--- config.mk ---
export PLATFORM = sky130hd
export DESIGN_NAME = icache
export DESIGN_NICKNAME = d
export VERILOG_FILES = /design/src/rtl/icache_pkg.sv /design/src/rtl/icache_control.sv /design/src/rtl/icache_datapath.sv /design/src/rtl/icache.sv
export VERILOG_INCLUDE_DIRS = /design/src /design/src/include
export SDC_FILE = /design/constraint.sdc
export NUM_CORES = 2
export LEC_CHECK = 0
export BUFFER_PORTS_ARGS = -buffer_cell sky130_fd_sc_hd__buf_2
export CORE_AREA = 2 2 440 442
export CTS_CLUSTER_SIZE = 10
export DETAILED_ROUTE_END_ITERATION = 12
export DIE_AREA = 0 0 442 444
export GPL_ROUTABILITY_DRIVEN = 0
export SETUP_SLACK_MARGIN = 0.3
export SYNTH_ARGS = -nofsm -noshare
export SYNTH_HDL_FRONTEND = slang
export SYNTH_SLANG_ARGS = --single-unit
--- constraint.sdc ---
create_clock -name clk -period 26 [get_ports clk]
set_input_delay 3.9 -clock clk [delete_from_list [all_inputs] [get_ports clk]]
set_output_delay 3.9 -clock clk [all_outputs]
set_load 0.01 [all_outputs]
--- src/include/icache_settings.svh ---
`ifndef ICACHE_SETTINGS_SVH
`define ICACHE_SETTINGS_SVH

`define ICACHE_ADDR_WIDTH 32   // CPU and memory byte address
`define ICACHE_OFFSET_BITS 5   // 32-byte lines
`define ICACHE_INDEX_BITS 3    // 8 sets, direct mapped
`define ICACHE_WORD_WIDTH 32   // Instruction word

// Derived sizes
`define ICACHE_TAG_BITS (`ICACHE_ADDR_WIDTH - `ICACHE_INDEX_BITS - `ICACHE_OFFSET_BITS)
`define ICACHE_LINE_WIDTH (8 << `ICACHE_OFFSET_BITS)
`define ICACHE_NUM_SETS (1 << `ICACHE_INDEX_BITS)

`define PMEM_MIN_LATENCY 1     // Cycles from pmem_read to pmem_resp, lower bound
`define PMEM_MAX_LATENCY 8     // Upper bound, also sizes the watchdog

`endif

--- src/rtl/icache_pkg.sv ---
`default_nettype none

`include "icache_settings.svh"

package icache_pkg;

  typedef logic [`ICACHE_ADDR_WIDTH-1:0] addr_t;    // Byte address
  typedef logic [`ICACHE_WORD_WIDTH-1:0] word_t;    // One instruction
  typedef logic [`ICACHE_LINE_WIDTH-1:0] line_t;    // Full cache line
  typedef logic [`ICACHE_TAG_BITS-1:0] tag_t;
  typedef logic [`ICACHE_INDEX_BITS-1:0] index_t;
  typedef logic [`ICACHE_OFFSET_BITS-1:0] offset_t;

  // Fetch address split into its cache fields, tag in the top bits
  typedef struct packed {
    tag_t    tag;
    index_t  index;
    offset_t offset;
  } addr_fields_t;

  // Write strobes from the controller to the arrays
  typedef struct packed {
    logic tag_load;
    logic valid_load;
    logic data_load;
  } ctrl_bundle_t;

  typedef enum logic [0:0] {
    check_hit,  // Idle or answering hits
    read_mem    // Waiting on a line fill
  } icache_state_t;

endpackage

`default_nettype wire

--- src/rtl/icache_control.sv ---
`timescale 1ns/1ns
`default_nettype none

module icache_control
  import icache_pkg::*;
(
  input  logic         clk,
  input  logic         rst,

  // CPU side
  input  logic         mem_read,
  output logic         mem_resp,

  // Physical memory side
  input  logic         pmem_resp,
  output logic         pmem_read,

  // Datapath
  input  logic         hit,
  output ctrl_bundle_t ctrl
);

  icache_state_t state;
  icache_state_t next_state;

  // Outputs depend on state and inputs only
  always_comb begin
    mem_resp  = 1'b0;
    pmem_read = 1'b0;
    ctrl      = '0;

    case (state)
      check_hit: begin
        if (mem_read && hit) begin
          mem_resp = 1'b1;          // Same-cycle hit answer
        end
      end

      read_mem: begin
        pmem_read = 1'b1;           // Level request, held until answered
        if (pmem_resp) begin
          ctrl.tag_load   = 1'b1;   // Line arrives this edge
          ctrl.valid_load = 1'b1;
          ctrl.data_load  = 1'b1;
        end
      end
    endcase
  end

  always_comb begin
    next_state = state;

    case (state)
      check_hit: begin
        if (mem_read && !hit) begin
          next_state = read_mem;    // Miss, go fetch the line
        end
      end

      read_mem: begin
        if (pmem_resp) begin
          next_state = check_hit;   // Filled line hits on the next cycle
        end
      end
    endcase
  end

  always_ff @(posedge clk) begin
    if (rst) begin
      state <= check_hit;
    end else begin
      state <= next_state;
    end
  end

  // A response and a line request never overlap on the two buses
  a_resp_excl_fill: assert property (
    @(posedge clk) disable iff (rst)
    !(mem_resp && pmem_read)
  ) else $error("mem_resp and pmem_read high in the same cycle");

  // Only a pending CPU fetch is answered
  a_resp_needs_read: assert property (
    @(posedge clk) disable iff (rst)
    mem_resp |-> mem_read
  ) else $error("mem_resp without mem_read");

endmodule

`default_nettype wire

--- src/rtl/icache_datapath.sv ---
`timescale 1ns/1ns
`default_nettype none

`include "icache_settings.svh"

module icache_datapath
  import icache_pkg::*;
(
  input  logic         clk,
  input  logic         rst,

  // CPU address in, selected word out
  input  addr_t        mem_address,
  output word_t        mem_rdata,

  // Controller
  input  ctrl_bundle_t ctrl,
  output logic         hit,

  // Physical memory
  input  line_t        pmem_rdata,
  output addr_t        pmem_address
);

  localparam int WORD_SEL_LSB  = $clog2(`ICACHE_WORD_WIDTH / 8);
  localparam int WORD_SEL_BITS = `ICACHE_OFFSET_BITS - WORD_SEL_LSB;

  addr_fields_t fields;        // Decoded fetch address
  addr_fields_t line_fields;   // Same address with offset cleared

  // Storage, one entry per set
  tag_t                      tag_array   [`ICACHE_NUM_SETS];
  line_t                     data_array  [`ICACHE_NUM_SETS];
  logic [`ICACHE_NUM_SETS-1:0] valid_array;

  // Indexed entry, read asynchronously
  tag_t                      stored_tag;
  line_t                     stored_line;
  logic                      stored_valid;

  logic [WORD_SEL_BITS-1:0]  word_sel;

  assign fields = addr_fields_t'(mem_address);

  assign stored_tag   = tag_array[fields.index];
  assign stored_line  = data_array[fields.index];
  assign stored_valid = valid_array[fields.index];

  assign hit = stored_valid && (stored_tag == fields.tag);

  // Word within the line, byte bits dropped
  assign word_sel  = fields.offset[`ICACHE_OFFSET_BITS-1:WORD_SEL_LSB];
  assign mem_rdata = stored_line[word_sel * `ICACHE_WORD_WIDTH +: `ICACHE_WORD_WIDTH];

  // Memory always sees a line-aligned address
  always_comb begin
    line_fields        = fields;
    line_fields.offset = '0;
  end

  assign pmem_address = addr_t'(line_fields);

  always_ff @(posedge clk) begin
    if (ctrl.tag_load) begin
      tag_array[fields.index] <= fields.tag;
    end
  end

  always_ff @(posedge clk) begin
    if (ctrl.data_load) begin
      data_array[fields.index] <= pmem_rdata;   // Whole line in one write
    end
  end

  // Valid bits are the only state that reset touches
  always_ff @(posedge clk) begin
    if (rst) begin
      valid_array <= '0;
    end else if (ctrl.valid_load) begin
      valid_array[fields.index] <= 1'b1;
    end
  end

  // Fills always write the whole set entry together
  a_fill_complete: assert property (
    @(posedge clk) disable iff (rst)
    ctrl.data_load |-> (ctrl.tag_load && ctrl.valid_load)
  ) else $error("data_load without tag_load and valid_load");

  // Reset invalidates every set by the next cycle
  a_reset_clears_valid: assert property (
    @(posedge clk)
    rst |=> (valid_array == '0)
  ) else $error("valid bits not clear after reset");

  // With the CPU holding its address, a fill makes the next cycle a hit
  a_fill_then_hit: assert property (
    @(posedge clk) disable iff (rst)
    ctrl.valid_load |=> hit
  ) else $error("no hit in the cycle after a line fill");

endmodule

`default_nettype wire

--- src/rtl/icache.sv ---
`timescale 1ns/1ns
`default_nettype none

module icache
  import icache_pkg::*;
(
  input  logic  clk,
  input  logic  rst,

  // CPU fetch port
  input  logic  mem_read,
  input  addr_t mem_address,
  output logic  mem_resp,
  output word_t mem_rdata,

  // Physical memory port, one line per request
  output logic  pmem_read,
  output addr_t pmem_address,
  input  line_t pmem_rdata,
  input  logic  pmem_resp
);

  ctrl_bundle_t ctrl;   // Array write strobes
  logic         hit;    // Indexed set matches the fetch tag

  icache_control u_control (
    .clk       (clk),
    .rst       (rst),
    .mem_read  (mem_read),
    .mem_resp  (mem_resp),
    .pmem_resp (pmem_resp),
    .pmem_read (pmem_read),
    .hit       (hit),
    .ctrl      (ctrl)
  );

  icache_datapath u_datapath (
    .clk          (clk),
    .rst          (rst),
    .mem_address  (mem_address),
    .mem_rdata    (mem_rdata),
    .ctrl         (ctrl),
    .hit          (hit),
    .pmem_rdata   (pmem_rdata),
    .pmem_address (pmem_address)
  );

endmodule

`default_nettype wire

==> summary.md <==
| Metric | Value |
|---|---|
| Status | `finished, final reports clean` |
| Final cell area excluding filler cells | `slightly below 100000 sq um` |
| Reg2Reg Capture Point | `u_datapath.data_array[1][226]` |
| Maximum vdd drop | `0.07278 mV` |
| Final worst setup slack | `roughly 13 ns` |
| Die H | `between 400 and 500 um` |
| Hold path cells | `2` |
| Synthesized flop and latch total | `roughly 2.2k` |
| Final setup violation count | `0` |
| Synth Warn # | `0` |
| Psw | `roughly 1600 uW` |
| # clock sinks | `around 2.2k` |
| R2R depth | `4` |
| Largest net degree at the start of global routing | `around 130` |
| Switching Share | `0.2125` |
| Num rows | `approximately 160` |
| Area taken by multi-input logic gates | `about 17000 sq um` |
| Syn Area/Cell | `~18 sq um` |
| Max-Cap Viols | `0` |
| Drt first pass iters | `6` |
| Vias per cell | `around 6.2` |
| IO Port Bufs | `350` |
| Count of cell types in the netlist | `64` |
| Clock latency on the worst-skew pair | `around 0.94 ns` |
| Pint | `approximately 6000 uW` |
| Worst hold slack | `~0.47 ns` |
| Hold Path Class | `reg -> reg` |
| CTS resizes | `0` |
| Ys flop type | `edfxtp_1` |
| Critical path arrival | `8.76 ns` |
| Post-route DRC | `0` |
| Cts hold-fix bufs | `0` |
| Clock Path Buffers | `4` |
| Clock Power Share | `0.422` |
| Post-synth EDFFs | `between 2k and 2.5k` |
| Sequential fraction of the synthesis area | `0.7852` |
| Synthesized instance count | `4853` |
| RR Startpoint | `u_control.state` |
| Routed WL | `approximately 260000 um` |
| Total gr overflow | `0` |
| Setup Crit Path Kind | `in -> out` |
| Worst slack at placement | `between 10 and 15 ns` |
| Leak | `about 0.032 uW` |
| Hold Crit Start | `u_datapath.valid_array[2]` |
| Required @ worst endpoint | `~22 ns` |
| Starting Density | `0.4484` |
| Synthesized area | `about 86000 sq um` |
| Ys async rst share | `0` |
| CP startpoint kind | `primary input` |
| Total track usage | `0.2555` |
| Wire length per cell | `roughly 33 um` |
| Setup TNS | `0 ns` |
| Drt initial violations | `approximately 5.5k` |
| Fraction of the cycle the final worst path needs | `0.4871` |
| Slew HR | `0.1767` |
| Fillcell total | `15.38k` |
| Placed cell area | `approximately 90000 sq um` |
| Critical-path maximum fanout | `35` |
| Area of the core | `between 150000 and 200000 sq um` |
| Clk slew on worst S/H paths | `roughly 0.050 ns` |
| Final HPWL DP | `137900 um` |
| First-pass GRT wire length | `around 360000 um` |
| H-Tree Depth | `5` |
| RSZ-0062 raised after global routing | `no` |
| Antenna violations before repair | `about 140` |
| Worst reg-to-reg setup slack | `between 20 and 25 ns` |
| Die ar. | `between 150000 and 200000 sq um` |
| Routed Antenna Nets | `0` |
| Nature of the critical path endpoint | `primary output` |
| CTS tree | `yes` |
| Root buffer cell | `clkbuf_16` |
| PD cells | `approximately 79 nW/um^2` |
| Tmin final | `around 13 ns` |
| Sequential cell area | `between 60000 and 70000 sq um` |
| Io pins | `approximately 360` |
| Final slew viol count | `0` |
| Worst Tran Pin Value | `around 1.2 ns` |
| Final hold violations | `0` |
| Clock Skews | `between 0.07 and 0.08 ns` |
| Hold EP | `u_datapath.valid_array[2]` |
| Via count | `48.90k` |
| Area Overhead vs Synth | `13.58%` |
| Die W | `about 440 um` |
| Max frequency | `just under 0.08 GHz` |
| Layout Nets | `roughly 5.5k` |
| Flop pwr share | `0.523` |
| Comb power frac | `0.055` |
| Vias in the first global route | `around 47k` |
| Layout cell share with drive strength beyond 1 | `0.1858` |
| Postcts setup bufs | `0` |
| CTS buffer count | `approximately 280` |
synthesized netlist by cell type, types with 6 or more instances:
master,count,area [sq um]
nand2_1,283,1062
nor2b_1,6,37.54
buf_1,35,131.4
a21oi_1,331,1657
a22o_1,57,499.2
a221oi_1,146,1279
clkbuf_1,98,367.9
nand4_1,22,137.6
o2111ai_1,6,52.55
mux2i_1,271,2713
buf_4,75,563.0
a31oi_1,32,200.2
nor3_1,18,90.09
a22oi_1,183,1374
inv_1,6,22.52
dfxtp_1,9,180.2
nor2_1,165,619.3
mux4_2,99,2230
a221o_1,55,550.5
nand3_1,55,275.3
o2bb2ai_1,7,61.31
xnor2_1,9,78.83
a222oi_1,15,150.1
o211ai_1,31,232.7
and3_1,11,68.82
a2111oi_0,19,166.4
buf_2,140,700.7
edfxtp_1,2240,67260
a211oi_1,24,180.2
mux2_2,91,1025
o221ai_1,16,140.1
o21ai_0,211,1056
xor2_1,15,131.4
per-stage QoR:
step,utilization,instances,total power [uW]
6_report,0.5093,7863,7700
5_1_grt,0.5090,7839,7895
4_1_cts,0.5086,7811,7735
3_5_place_dp,0.4710,7500,4523
3_3_place_gp,0.4710,7500,4517
2_1_floorplan,-,4857,4329
layer usage:
| layer | vias up | global-route usage | share of wire |
|---|---|---|---|
| li1 | 20360 | - | - |
| met1 | 25550 | 0.3413 | 0.40 |
| met2 | 2385 | 0.4112 | 0.48 |
| met3 | 525 | 0.05673 | 0.084 |
| met4 | 76 | 0.09622 | 0.032 |
| met5 | - | 0 | 0.0019 |
worst max-delay path: stages:
cell and delay (ns):
buf_8 0.23, buf_4 0.51, buf_4 0.50, and2_4 0.88
buf_4 0.62, nand2_1 0.10, o21ai_0 0.09, o21ai_0 0.13
a2111oi_2 0.97, nor3_1 0.10, a21oi_1 0.37, buf_2 0.21
placed cells by master, fill, tap and decap left out, types with 91 or more instances in the layout:
master     synthesis  routed
mux2_2            91      91
a21oi_1          331     331
mux4_2            99      99
nor2_1           165     163
mux2i_1          271     271
edfxtp_1        2240    2240
buf_4             75     109
nand2_1          283     283
a22oi_1          183     183
clkbuf_16          0     283
buf_2            140     346
a221oi_1         146     146
o21ai_0          211     211
power groups by stage:
| stage | Combinational (uW) | Sequential, uW | Clock [uW] |
|---|---|---|---|
| CTS | 426 | 4030 | 3280 |
| finish | 427 | 4030 | 3250 |
| global placement | 419 | 4100 | 0 |
| detailed placement | 424 | 4100 | 0 |
| global route | 450 | 4030 | 3420 |
| floorplan | 215 | 4110 | 0 |
area by class of cell:
class | instances | area share
well taps | 2526 | 0.03240
repair buffers | 469 | 0.02879
clock buffers | 304 | 0.07340
clock inverters | 7 | 0.0004232
diodes | 52 | 0.001334
multi-input cells | 2249 | 0.1720
flip-flops and latches | 2249 | 0.6913
inverters | 7 | 0.0003719
flip-flops by register name, summed over array words and instances (netlist names):
register                flops
u_datapath.data_array    2048
u_control.state             1
u_datapath.tag_array      192
u_datapath.valid_array      8
cells by family (layout without fill, tap and decap cells):
logic type / count (synthesis) / in the layout / share of synthesized area
AO/OA/AOI/OAI: 1177 / 1177 / 0.09283
XOR/XNOR: 24 / 24 / 0.002447
buffers and inverters: 359 / 787 / 0.02135
flip-flops: 2249 / 2249 / 0.7852
multiplexers: 462 / 462 / 0.06964
other: 1 / 57 / 0.00004366
AND/OR/NAND/NOR: 581 / 581 / 0.02848
how the worst max path moves through the flow:
stage	start	slack, ns	cells after the start	endpoint
floorplan	mem_address[6]	0.79	8	u_datapath.data_array[5][0]
global placement	mem_address[6]	13.39	11	mem_rdata[15]
detailed placement	mem_address[7]	13.42	12	mem_rdata[28]
CTS	mem_address[7]	13.41	12	mem_rdata[28]
global route	mem_address[6]	13.19	11	mem_rdata[15]
finish	mem_address[7]	13.34	12	mem_rdata[28]
Note: power is estimated with default switching activity, not from simulation.
